==> src/wfd_pkg.sv <==
// shared widths, channel count and the header/data/trailer views of the 64-bit DAQ word
package wfd_pkg;

    localparam int NUM_CHAN    = 5;   // channel FPGAs on the board
    localparam int CHAN_IDX_W  = 3;
    localparam int TRIG_NUM_W  = 24;
    localparam int CHAN_DATA_W = 32;  // serial link stream word
    localparam int DAQ_W       = 64;  // AMC13 event word
    localparam int BOARD_ID_W  = 3;
    localparam int WORD_CNT_W  = 20;

    ////////////////////////////////////////////////////
    // DAQ word views, msb first

    typedef struct packed {
        logic [TRIG_NUM_W-1:0]                                   trig_num;
        logic [BOARD_ID_W-1:0]                                   board_id;
        logic [CHAN_IDX_W-1:0]                                   num_chan;
        logic [DAQ_W-TRIG_NUM_W-BOARD_ID_W-CHAN_IDX_W-1:0]       pad;      // 34 bits
    } daq_hdr_t;

    typedef struct packed {
        logic [CHAN_IDX_W-1:0]                   chan_idx;  // source channel
        logic [DAQ_W-CHAN_IDX_W-CHAN_DATA_W-1:0] pad;
        logic [CHAN_DATA_W-1:0]                  payload;
    } daq_dat_t;

    typedef struct packed {
        logic [TRIG_NUM_W-1:0]                  trig_num;   // repeats the header
        logic [DAQ_W-TRIG_NUM_W-WORD_CNT_W-1:0] pad;
        logic [WORD_CNT_W-1:0]                  word_count; // data words only
    } daq_trl_t;

    // one word, decoded by the daq_header / daq_trailer marks
    typedef union packed {
        daq_hdr_t         hdr;
        daq_dat_t         dat;
        daq_trl_t         trl;
        logic [DAQ_W-1:0] raw;
    } daq_word_u;

endpackage

==> src/trigger_manager.sv <==
// ext trigger synchronizer and edge detect, go/done/arm sequencer, trigger number counter
`timescale 1ns/1ps

module trigger_manager #(
    parameter int NUM_CHAN = wfd_pkg::NUM_CHAN
) (
    input  logic                           clk125,
    input  logic                           arst_n,
    input  logic                           ext_trig,       // front panel, async level
    input  logic [NUM_CHAN-1:0]            acq_dones,      // done strobes from channels
    input  logic                           fifo_in_ready,
    output logic [NUM_CHAN-1:0]            acq_trigs,      // go, one cycle on all bits
    output logic [NUM_CHAN-1:0]            trig_arm,       // level to each channel
    output logic                           fifo_in_valid,
    output logic [wfd_pkg::TRIG_NUM_W-1:0] fifo_in_data    // also the trigger counter
);

    localparam logic [1:0] ST_ARMED = 2'd0;
    localparam logic [1:0] ST_WAIT  = 2'd1;  // go sent, collecting dones
    localparam logic [1:0] ST_PUSH  = 2'd2;  // number offered to the fifo

    logic [1:0]          state;
    logic                trig_meta;
    logic                trig_sync;
    logic                trig_dly;
    logic                trig_edge;
    logic [NUM_CHAN-1:0] done_lat;
    logic [NUM_CHAN-1:0] done_seen;

    ////////////////////////////////////////////////////
    // bring ext_trig into clk125, then find the rising edge

    always_ff @(posedge clk125 or negedge arst_n) begin
        if (!arst_n) begin
            trig_meta <= 1'b0;
            trig_sync <= 1'b0;
            trig_dly  <= 1'b0;
        end else begin
            trig_meta <= ext_trig;   // may go metastable
            trig_sync <= trig_meta;
            trig_dly  <= trig_sync;  // edge register
        end
    end

    assign trig_edge = trig_sync & ~trig_dly;
    assign done_seen = done_lat | acq_dones;  // dones latched so far plus this cycle

    ////////////////////////////////////////////////////
    // arm / wait-dones / push sequencer

    always_ff @(posedge clk125 or negedge arst_n) begin
        if (!arst_n) begin
            state         <= ST_ARMED;
            acq_trigs     <= '0;
            trig_arm      <= '1;
            done_lat      <= '0;
            fifo_in_valid <= 1'b0;
            fifo_in_data  <= '0;
        end else begin
            acq_trigs <= '0;  // go is a single cycle strobe
            case (state)
                ST_ARMED: begin
                    // edge dropped when the fifo has no room for its number
                    if (trig_edge && fifo_in_ready) begin
                        acq_trigs <= '1;
                        trig_arm  <= '0;   // disarm together with go
                        done_lat  <= '0;
                        state     <= ST_WAIT;
                    end
                end
                ST_WAIT: begin
                    done_lat <= done_seen;
                    if (&done_seen) begin
                        fifo_in_valid <= 1'b1;
                        state         <= ST_PUSH;
                    end
                end
                ST_PUSH: begin
                    if (fifo_in_ready) begin
                        fifo_in_valid <= 1'b0;
                        fifo_in_data  <= fifo_in_data + 1'b1;  // next trigger number
                        trig_arm      <= '1;
                        state         <= ST_ARMED;
                    end
                end
                default: state <= ST_ARMED;
            endcase
        end
    end

    // go never stretches, even with an edge right after re-arm
    assert property (@(posedge clk125) disable iff (!arst_n)
        |acq_trigs |=> !(|acq_trigs));

    // number held until the fifo takes it
    assert property (@(posedge clk125) disable iff (!arst_n)
        fifo_in_valid && !fifo_in_ready |=> fifo_in_valid && $stable(fifo_in_data));

endmodule

==> src/trig_num_fifo.sv <==
// register-array FIFO of trigger numbers with a registered output stage
`timescale 1ns/1ps

module trig_num_fifo #(
    parameter int DEPTH = 8,                    // power of two
    parameter int WIDTH = wfd_pkg::TRIG_NUM_W
) (
    input  logic             clk125,
    input  logic             arst_n,
    input  logic             fifo_in_valid,
    input  logic [WIDTH-1:0] fifo_in_data,
    output logic             fifo_in_ready,   // not full
    output logic             fifo_out_valid,
    output logic [WIDTH-1:0] fifo_out_data,
    input  logic             fifo_out_ready
);

    localparam int PTR_W = $clog2(DEPTH);
    localparam int CNT_W = $clog2(DEPTH + 1);

    logic [WIDTH-1:0] mem [DEPTH];
    logic [PTR_W-1:0] wr_ptr;
    logic [PTR_W-1:0] rd_ptr;
    logic [CNT_W-1:0] count;      // words in the array, output reg not included
    logic             push;
    logic             load;
    logic             bypass;
    logic             mem_rd;
    logic             mem_wr;

    assign fifo_in_ready = (count != CNT_W'(DEPTH));
    assign push   = fifo_in_valid && fifo_in_ready;
    assign load   = !fifo_out_valid || fifo_out_ready;   // output reg free next edge
    assign bypass = push && load && (count == '0);       // empty, straight to output
    assign mem_rd = load && (count != '0);
    assign mem_wr = push && !bypass;

    always_ff @(posedge clk125 or negedge arst_n) begin
        if (!arst_n) begin
            wr_ptr         <= '0;
            rd_ptr         <= '0;
            count          <= '0;
            fifo_out_valid <= 1'b0;
        end else begin
            if (mem_wr) wr_ptr <= wr_ptr + 1'b1;   // wraps at DEPTH
            if (mem_rd) rd_ptr <= rd_ptr + 1'b1;
            case ({mem_wr, mem_rd})
                2'b10:   count <= count + 1'b1;
                2'b01:   count <= count - 1'b1;
                default: count <= count;
            endcase
            if (load) fifo_out_valid <= mem_rd || bypass;
        end
    end

    // storage and output word
    always_ff @(posedge clk125) begin
        if (mem_wr) mem[wr_ptr] <= fifo_in_data;
        if (mem_rd) fifo_out_data <= mem[rd_ptr];
        else if (bypass) fifo_out_data <= fifo_in_data;
    end

    assert property (@(posedge clk125) disable iff (!arst_n) count <= CNT_W'(DEPTH));

    // empty count only where the pointers have met, so count never drops below empty
    assert property (@(posedge clk125) disable iff (!arst_n)
        (count == '0) |-> (rd_ptr == wr_ptr));

endmodule

==> src/readout_manager.sv <==
// DAQ event builder: header per trigger number, channel streams in order, trailer with count
`timescale 1ns/1ps

module readout_manager #(
    parameter int NUM_CHAN = wfd_pkg::NUM_CHAN
) (
    input  logic                                     clk125,
    input  logic                                     arst_n,
    input  logic [wfd_pkg::BOARD_ID_W-1:0]           board_id,
    input  logic                                     fifo_out_valid,  // trigger number fifo
    input  logic [wfd_pkg::TRIG_NUM_W-1:0]           fifo_out_data,
    output logic                                     fifo_out_ready,
    input  logic [NUM_CHAN-1:0]                      chan_tvalid,     // channel streams
    input  logic [NUM_CHAN-1:0]                      chan_tlast,
    input  logic [NUM_CHAN*wfd_pkg::CHAN_DATA_W-1:0] chan_tdata,
    output logic [NUM_CHAN-1:0]                      chan_tready,
    output logic                                     daq_valid,       // AMC13 side
    output logic                                     daq_header,
    output logic                                     daq_trailer,
    output logic [wfd_pkg::DAQ_W-1:0]                daq_data,
    input  logic                                     daq_ready
);

    import wfd_pkg::*;

    localparam logic [1:0] ST_IDLE = 2'd0;  // waiting on a trigger number
    localparam logic [1:0] ST_DATA = 2'd1;  // walking the channels
    localparam logic [1:0] ST_TRL  = 2'd2;

    logic [1:0]             state;
    logic [CHAN_IDX_W-1:0]  chan_sel;   // rx switch select
    logic [TRIG_NUM_W-1:0]  evt_num;
    logic [WORD_CNT_W-1:0]  word_cnt;
    logic                   out_free;
    logic                   hdr_go;
    logic                   dat_go;
    logic                   trl_go;
    logic [CHAN_DATA_W-1:0] sel_data;
    daq_word_u              nxt_word;

    ////////////////////////////////////////////////////
    // handshakes, all gated by room in the output reg

    assign out_free       = !daq_valid || daq_ready;  // current word gone or none held
    assign fifo_out_ready = out_free && (state == ST_IDLE);
    assign hdr_go         = fifo_out_valid && fifo_out_ready;
    assign trl_go         = out_free && (state == ST_TRL);
    assign sel_data       = chan_tdata[chan_sel*CHAN_DATA_W +: CHAN_DATA_W];

    always_comb begin
        chan_tready = '0;
        if (state == ST_DATA && out_free) chan_tready[chan_sel] = 1'b1;  // selected lane only
    end

    assign dat_go = chan_tvalid[chan_sel] && chan_tready[chan_sel];

    // next DAQ word, view picked by state
    always_comb begin
        nxt_word.raw = '0;
        if (state == ST_IDLE) begin
            nxt_word.hdr.trig_num = fifo_out_data;
            nxt_word.hdr.board_id = board_id;
            nxt_word.hdr.num_chan = CHAN_IDX_W'(NUM_CHAN);
        end else if (state == ST_DATA) begin
            nxt_word.dat.chan_idx = chan_sel;
            nxt_word.dat.payload  = sel_data;
        end else begin
            nxt_word.trl.trig_num   = evt_num;
            nxt_word.trl.word_count = word_cnt;   // complete once in ST_TRL
        end
    end

    ////////////////////////////////////////////////////
    // event sequencer and output marks

    always_ff @(posedge clk125 or negedge arst_n) begin
        if (!arst_n) begin
            state       <= ST_IDLE;
            chan_sel    <= '0;
            word_cnt    <= '0;
            daq_valid   <= 1'b0;
            daq_header  <= 1'b0;
            daq_trailer <= 1'b0;
        end else begin
            if (out_free) begin   // hold the marks while the sink stalls
                daq_valid   <= hdr_go || dat_go || trl_go;
                daq_header  <= hdr_go;
                daq_trailer <= trl_go;
            end
            case (state)
                ST_IDLE: begin
                    if (hdr_go) begin
                        chan_sel <= '0;
                        word_cnt <= '0;
                        state    <= ST_DATA;
                    end
                end
                ST_DATA: begin
                    if (dat_go) begin
                        word_cnt <= word_cnt + 1'b1;
                        if (chan_tlast[chan_sel]) begin
                            // last channel done, close the event
                            if (chan_sel == CHAN_IDX_W'(NUM_CHAN - 1)) state <= ST_TRL;
                            else chan_sel <= chan_sel + 1'b1;
                        end
                    end
                end
                ST_TRL: begin
                    if (trl_go) state <= ST_IDLE;
                end
                default: state <= ST_IDLE;
            endcase
        end
    end

    // payload regs
    always_ff @(posedge clk125) begin
        if (hdr_go || dat_go || trl_go) daq_data <= nxt_word.raw;
        if (hdr_go) evt_num <= fifo_out_data;  // kept for the trailer
    end

    assert property (@(posedge clk125) disable iff (!arst_n) !(daq_header && daq_trailer));

    // one channel pulled at a time
    assert property (@(posedge clk125) disable iff (!arst_n) $onehot0(chan_tready));

endmodule

==> src/wfd_top.sv <==
// master controller trigger and readout path: trigger manager, number FIFO, readout manager
`timescale 1ns/1ps

module wfd_top #(
    parameter int NUM_CHAN   = wfd_pkg::NUM_CHAN,
    parameter int FIFO_DEPTH = 8                    // triggers queued ahead of readout
) (
    input  logic                                     clk125,
    input  logic                                     arst_n,
    input  logic                                     ext_trig,     // front panel trigger
    input  logic [wfd_pkg::BOARD_ID_W-1:0]           board_id,
    output logic [NUM_CHAN-1:0]                      acq_trigs,    // go to channel FPGAs
    input  logic [NUM_CHAN-1:0]                      acq_dones,
    output logic [NUM_CHAN-1:0]                      trig_arm,
    input  logic [NUM_CHAN-1:0]                      chan_tvalid,  // channel rx streams
    input  logic [NUM_CHAN-1:0]                      chan_tlast,
    input  logic [NUM_CHAN*wfd_pkg::CHAN_DATA_W-1:0] chan_tdata,
    output logic [NUM_CHAN-1:0]                      chan_tready,
    output logic                                     daq_valid,    // to AMC13 link
    output logic                                     daq_header,
    output logic                                     daq_trailer,
    output logic [wfd_pkg::DAQ_W-1:0]                daq_data,
    input  logic                                     daq_ready
);

    import wfd_pkg::*;

    logic                  fifo_in_valid;   // tm to fifo
    logic                  fifo_in_ready;
    logic [TRIG_NUM_W-1:0] fifo_in_data;
    logic                  fifo_out_valid;  // fifo to readout
    logic                  fifo_out_ready;
    logic [TRIG_NUM_W-1:0] fifo_out_data;

    trigger_manager #(
        .NUM_CHAN(NUM_CHAN)
    ) i_tm (
        .clk125        (clk125),
        .arst_n        (arst_n),
        .ext_trig      (ext_trig),
        .acq_dones     (acq_dones),
        .fifo_in_ready (fifo_in_ready),
        .acq_trigs     (acq_trigs),
        .trig_arm      (trig_arm),
        .fifo_in_valid (fifo_in_valid),
        .fifo_in_data  (fifo_in_data)
    );

    trig_num_fifo #(
        .DEPTH(FIFO_DEPTH),
        .WIDTH(TRIG_NUM_W)
    ) i_fifo (
        .clk125         (clk125),
        .arst_n         (arst_n),
        .fifo_in_valid  (fifo_in_valid),
        .fifo_in_data   (fifo_in_data),
        .fifo_in_ready  (fifo_in_ready),
        .fifo_out_valid (fifo_out_valid),
        .fifo_out_data  (fifo_out_data),
        .fifo_out_ready (fifo_out_ready)
    );

    readout_manager #(
        .NUM_CHAN(NUM_CHAN)
    ) i_rm (
        .clk125         (clk125),
        .arst_n         (arst_n),
        .board_id       (board_id),
        .fifo_out_valid (fifo_out_valid),
        .fifo_out_data  (fifo_out_data),
        .fifo_out_ready (fifo_out_ready),
        .chan_tvalid    (chan_tvalid),
        .chan_tlast     (chan_tlast),
        .chan_tdata     (chan_tdata),
        .chan_tready    (chan_tready),
        .daq_valid      (daq_valid),
        .daq_header     (daq_header),
        .daq_trailer    (daq_trailer),
        .daq_data       (daq_data),
        .daq_ready      (daq_ready)
    );

endmodule

==> config.mk <==
export PLATFORM = sky130hd
export DESIGN_NAME = wfd_top
export DESIGN_NICKNAME = d
export VERILOG_FILES = /design/src/wfd_pkg.sv /design/src/trigger_manager.sv /design/src/trig_num_fifo.sv /design/src/readout_manager.sv /design/src/wfd_top.sv
export SDC_FILE = /design/constraint.sdc
export NUM_CORES = 1
export LEC_CHECK = 0
export ABC_AREA = 1
export BUFFER_PORTS_ARGS = -buffer_cell sky130_fd_sc_hd__clkbuf_2
export CAP_MARGIN = 0
export CORE_UTILIZATION = 55
export DETAILED_ROUTE_END_ITERATION = 10
export PLACE_DENSITY = 0.81
export SYNTH_ARGS = -nofsm -noshare
export SYNTH_HDL_FRONTEND = slang
export SYNTH_SLANG_ARGS = --single-unit
==> constraint.sdc <==
create_clock -name clk125 -period 8.65 [get_ports clk125]
set_clock_uncertainty 0.1 [all_clocks]
set_input_delay 0.865 -clock clk125 [delete_from_list [all_inputs] [get_ports clk125]]
set_output_delay 0.865 -clock clk125 [all_outputs]
set_load 0.01 [all_outputs]
# Word-level counts from Yosys, hierarchy flattened
# Memories as Yosys holds them, arrays and structs flattened.
# Index checks and enable logic that the tools add are counted.
[classes] div_mod_pow=0 n_reduce_logical=40 n_mux=46 order_cmp=2 addsub=7 bitwise=4 n_mul=0 n_shift=1 eq_ne=17
[op_table] operator="$shiftx 160x9->32" count=1
[op_table] operator="$mux 24" count=3
[op_table] operator="$mux 20" count=3
[op_table] operator="$pmux 20 s2" count=1
[op_table] operator="$mux 5" count=5
[op_table] operator="$add 24x1->24 const B" count=1
[op_table] operator="$mux 21" count=1
[op_table] operator="$add 20x1->20 const B" count=1
[op_table] operator="$pmux 5 s2" count=2
[op_table] operator="$mux 3" count=6
[op_table] operator="$mux 2" count=8
[op_table] operator="$reduce_and 5->1" count=3
[op_table] operator="$logic_and 1x1->1" count=12
[op_table] operator="$ne 2x1->1 const B" count=6
[op_table] operator="$pmux 2 s3" count=2
[op_table] operator="$reduce_and 3->1" count=4
[op_table] operator="$reduce_bool 2->1" count=6
[op_table] operator="$add 3x1->3 const B" count=3
[op_table] operator="$bmux 1 s3" count=3
[op_table] operator="$mux 1" count=8
[op_table] operator="$pmux 4 s2" count=1
[op_table] operator="$eq 2x1->1 const B" count=3
[op_table] operator="$eq 2x2->1 const B" count=3
[op_table] operator="$ne 2x2->1 const B" count=3
[op_table] operator="19 further kinds" count=28
[totals] ram_bits=192 romBits=0 latchBits=0 register_bits=194 inputBits=182 mem_count=1
[mem_list] memory="i_fifo.mem" words=8 width=24 read_ports=1 rd_clocked_by_memory_dff=0 wr=1 line_no="trig_num_fifo.sv:21" source="logic [WIDTH-1:0] mem [DEPTH];"

# Depth between registers and ports, before layout
[depth] depth_word=10 ltp_mapped=14

# Hierarchy
# From an unflattened synthesis, not the netlist that was laid out.
[hier_totals] cells_unflattened=1698 hier_area_um2=17291.6
[by_module_without_submodules] mod="trig_num_fifo" area_each_um2=9201.3 cells_per_inst=756 n_inst=1 seq_area_each_um2=6761.5
[by_module_without_submodules] mod="readout_manager" area_each_um2=6154.7 cells_per_inst=712 n_inst=1 seq_area_each_um2=3223.1
[by_module_without_submodules] mod="trigger_manager" area_each_um2=1935.6 cells_per_inst=230 n_inst=1 seq_area_each_um2=927.1

# Least setup slack after synthesis
# Ideal clock, no wire load.
[synth_timing] kind="in2reg" start="input port daq_ready" end="register i_rm.daq_data[0] (netlist name), enable pin" required_ps=8131 path_buffers=1 setup_slack_ps=5228 setup_ps=419 t_arrival_ps=2903 stages=9 cell_sequence="inv_1 -> nand2_1 -> nand2_2 -> a21oi_2 -> nand2_2 -> nand2_2 -> inv_2 -> buf_2 -> nand2_1"
[synth_between] elab_chain_len=8 elab_cells_between_ends=11 classes_between="mux (3); reduce/logical (8)"
[synth_lines] item="start, declared" line_no="wfd_top.sv:23" source="input logic daq_ready"
[synth_lines] item="$logic_or 1x1->1 (*)" line_no="readout_manager.sv:44" source="assign out_free = !daq_valid || daq_ready;"
[synth_lines] item="$logic_and 1x1->1" line_no="readout_manager.sv:52" source="if (state == ST_DATA && out_free) chan_tready[chan_sel] = 1'b1;"
[synth_lines] item="$mux 5" line_no="readout_manager.sv:52"
[synth_lines] item="$bmux 1 s3" line_no="readout_manager.sv:55" source="assign dat_go = chan_tvalid[chan_sel] && chan_tready[chan_sel];"
[synth_lines] item="$mux 1 (not written as such)" line_no="readout_manager.sv:55"
[synth_lines] item="$logic_and 1x1->1" line_no="readout_manager.sv:55"
[synth_lines] item="$logic_or 1x1->1" line_no="readout_manager.sv:118" source="if (hdr_go || dat_go || trl_go) daq_data <= nxt_word.raw;"
[synth_lines] item="$logic_or 1x1->1 (*)" line_no="readout_manager.sv:118"
[synth_lines] item="end signal, assigned" line_no="readout_manager.sv:118"
[synth_lines] item="end, declared" line_no="readout_manager.sv:20" source="output logic [wfd_pkg::DAQ_W-1:0] daq_data,"
# Every way passes the cells marked *; elsewhere a longest branch is shown, timed or not. The select of a mux whose other input is x is not followed.
# A chain may end at the register's enable or synchronous reset.

# Final worst setup path
[layout_timing] start="register i_rm.state[1]" end="register i_rm.daq_data[55] (netlist name), enable pin"
[layout_between] elab_chain_len=8 elab_cells_between_ends=13 classes_between="eq/ne (2); mux (3); reduce/logical (8)"
[layout_lines] item="start, declared" line_no="readout_manager.sv:30" source="logic [1:0] state;"
[layout_lines] item="start signal, assigned" line_no="readout_manager.sv:78" source="state <= ST_IDLE;"
[layout_lines] item="start signal, assigned" line_no="readout_manager.sv:95" source="state <= ST_DATA;"
[layout_lines] item="start signal, assigned" line_no="readout_manager.sv:103" source="if (chan_sel == CHAN_IDX_W'(NUM_CHAN - 1)) state <= ST_TRL;"
[layout_lines] item="$eq 2x1->1" line_no="readout_manager.sv:52"
[layout_lines] item="$logic_and 1x1->1" line_no="readout_manager.sv:52"
[layout_lines] item="$mux 5" line_no="readout_manager.sv:52"
[layout_lines] item="$bmux 1 s3" line_no="readout_manager.sv:55"
[layout_lines] item="$mux 1 (not written as such)" line_no="readout_manager.sv:55"
[layout_lines] item="$logic_and 1x1->1" line_no="readout_manager.sv:55"
[layout_lines] item="$logic_or 1x1->1" line_no="readout_manager.sv:118"
[layout_lines] item="$logic_or 1x1->1 (*)" line_no="readout_manager.sv:118"
# Marks and branches as above.

==> results.ini <==
[power_and_ir_drop]
power_uw=7030
p_per_area_nw_per_um2=352
vdd_drop_max_v=0.000201
leakage_uw=0.00810

[timing]
finalCritPeriodShare_pct=42.5
slew_violations=0
final_hold_viol_count=0
rsz0062_at_grt=no
timing.hold.ws_ps=263
period_needed_ps=3680
relSlewSlack_pct=20.7
fmax_ghz=0.272
setup_viol=0
tightest_slew_ps=1190
finalSetupTns_ps=0

[cells_and_area]
register_area_um2=10900
drive_gt1_share_pct=19.5
area_delta_synth_final_pct=16.0
fin_nets=2087
fillers=2353
multi_input_area_um2=5420
final_common_cell=nand2_1
final_cell_mix=nand2_1, edfxtp_1, nor2_1
diodes=0

[worst_setup_path]
crit_type=register to register
arrival_ps=3730
path_cells=nor2_8 > nand2_2 > a21oi_2 > nand2_2 > nand2_2 > inv_2 > nand2_2 > buf_4
slowest_stage=nor2_8
slowest_delay_ps=610
start_kind=register
critPathMaxFanout=60
cpLargestDelayFamily=simple AND/OR/NAND/NOR gates
cp.buffers_inverters=2
end_kind=register
crit_path_frequent_cell=nand2_2
critPathRequiredTime_ps=8700

[detailed_routing]
totalWireLength_mm=45.5
postRouteAntennaNets=0
via_per_inst=5.71
vias=13265
drt-initial-drc-count=1323
drt-met1-wl_mm=17.8
wl_met3_mm=3.79
drc=0
routed-wl-met2_mm=22.1
firstDrtPassIters=8
dr.max_layer_used=met5
routedWlPerCell_um=19.6

[clock_tree]
cts-buffers-inserted=39
clockBufferDepth=3
clkTransAtPathRegs_ps=60
h-tree-depth=2
cts.sinks=376
postCtsHoldBufs=0
root_buffer=clkbuf_16
cts_tree=yes
clk_latency_ps=540
cts_resized=0
cts_setup_buffers=0

[logic_synthesis]
synth-xor-area-share_pct=1.58
synth.top_cell.area_share_pct=52.4
yosysTopAreaCell=edfxtp_1
synth_fa_ha_area_share_pct=0.655
syn-instance-count=1676
synth_seq_area_share_pct=63.5
synth.cell_area_um2=17200
synthSimpleGateAreaFrac_pct=17.1
ys_types=42
yosys_register_bits=376
synth_area_leaders=edfxtp_1, dfrtp_1, nand2_1
synthMuxAreaShare_pct=0
synth_compound_area_share_pct=11.8
ys_warn_count=0
syn_area_per_cell_um2=10.3
synth_top_family_by_area=simple AND/OR/NAND/NOR gates

[grt]
grt_pass1_wl_mm=68.2
antenna_found_initial=1
grt_overflow=0
grt_pass1_vias=12497
grt.total_usage_pct=28.2
grt_max_degree=99

[hold_path]
hold_class=register to register

[floorplanning]
row_count=64
dieArea_um2=32000
io_pins=264
start_util_pct=56.0
die_y_um=179
dieWidth_um=179
core_um2=30700

[flow_run]
maxCapViolations=0

[run_status]
status=finished, final reports clean

[placement]
gp_congestion=0.924
port_buffers=260
dp_hpwl_mm=30.4

==> cell type report <==
cell class	count	area share, %
clock buffers	46	5.18
flip-flops and latches	376	54.7
clock inverters	25	1.43
inverters	99	1.92
well taps	396	2.48
repair buffers	274	7.07
multi-input cells	1106	27.2
==> stage by stage <==
step | area (um2) | cells | setup slack [ps] | utilization [%]
global route | 19900 | 2322 | 4760 | 65.0
finish | 19900 | 2322 | 4970 | 65.0
global placement | 18600 | 2251 | 5020 | 60.7
detailed placement | 18600 | 2251 | 4870 | 60.7
floorplan | 17200 | 1678 | 5230 | -
CTS | 19900 | 2322 | 5030 | 65.0
==> layer usage <==
layer,up-vias,global-route usage [%]
li1,6232,-
met1,6285,35.4
met2,641,47.6
met3,105,5.41
met4,2,12.7
met5,-,0
==> sequential cells by signal, indices dropped and copies added, names as in the netlist, 2 cells and up <==
register	flops
i_fifo.mem	192
i_rm.daq_data	60
i_fifo.fifo_out_data	24
i_rm.evt_num	24
i_tm.fifo_in_data	24
i_rm.word_cnt	20
i_tm.done_lat	5
i_fifo.count	4
i_fifo.rd_ptr	3
i_fifo.wr_ptr	3
i_rm.chan_sel	3
i_rm.state	2
i_tm.state	2
==> cell families after synthesis <==
logic type,after synthesis
AND/OR/NAND/NOR,726
flip-flops,376
AO/OA/AOI/OAI,337
buffers and inverters,196
XOR/XNOR,31
adder cells (fa/ha/maj),9
other,1
==> power breakdown <==
part	total [uW]	switching, uW	internal [uW]	leakage, uW
sequential	2880	255	2630	0.00391
combinational	2430	1740	688	0.00356
clock	1720	684	1040	0.000642
==> synthesized netlist by cell type <==
library cell  number
conb_1             1
nand3_2            3
nand2_4            1
or2_1              1
nand3_1           72
or2_2              2
inv_2              7
buf_8              1
dfrtp_1           75
o21ai_0          196
clkbuf_1          43
ha_1               9
nand2_8            1
a31oi_1            5
xnor2_1            2
nor2_2             3
buf_1              6
o21ai_2            3
inv_1             88
o221ai_1          33
nand2_2            5
clkinv_4           1
clkinv_1           2
xor2_1            29
buf_6              9
nand3b_1           2
buf_4             16
nor2_1           298
inv_6              1
dfstp_2            1
a22o_1            21
a21oi_2            1
nor3_1            10
o21ai_4            1
nor2_8             1
nand2_1          319
nand4_1            8
o211ai_1          45
o21ai_1           22
buf_2             22
a21oi_1           10
edfxtp_1         300
==> path summary, 6_finish.rpt <==
check / start / to / slack (ps) / cells after the start
worst max-delay path: i_rm.state[1] / i_rm.daq_data[55] / 4970 / 8
worst min-delay path: i_tm.trig_meta / i_tm.trig_sync / 260 / 0
worst max register to register: i_rm.state[1] / i_rm.daq_data[55] / 4970 / 8
worst min register to register: i_tm.trig_meta / i_tm.trig_sync / 260 / 0
max in group asynchronous: arst_n / i_rm.chan_sel[0] / 7280 / 1
min in group asynchronous: arst_n / i_tm.trig_meta / 410 / 1
==> worst register-to-register path: cells and delay by family, from the launching register on <==
| kind | cells | cell delay (ps) |
|---|---|---|
| AND/OR/NAND/NOR | 5 | 1470 |
| flip-flops | 1 | 560 |
| AO/OA/AOI/OAI | 1 | 190 |
| buffers and inverters | 2 | 900 |
(Power assumes the default switching activity.)
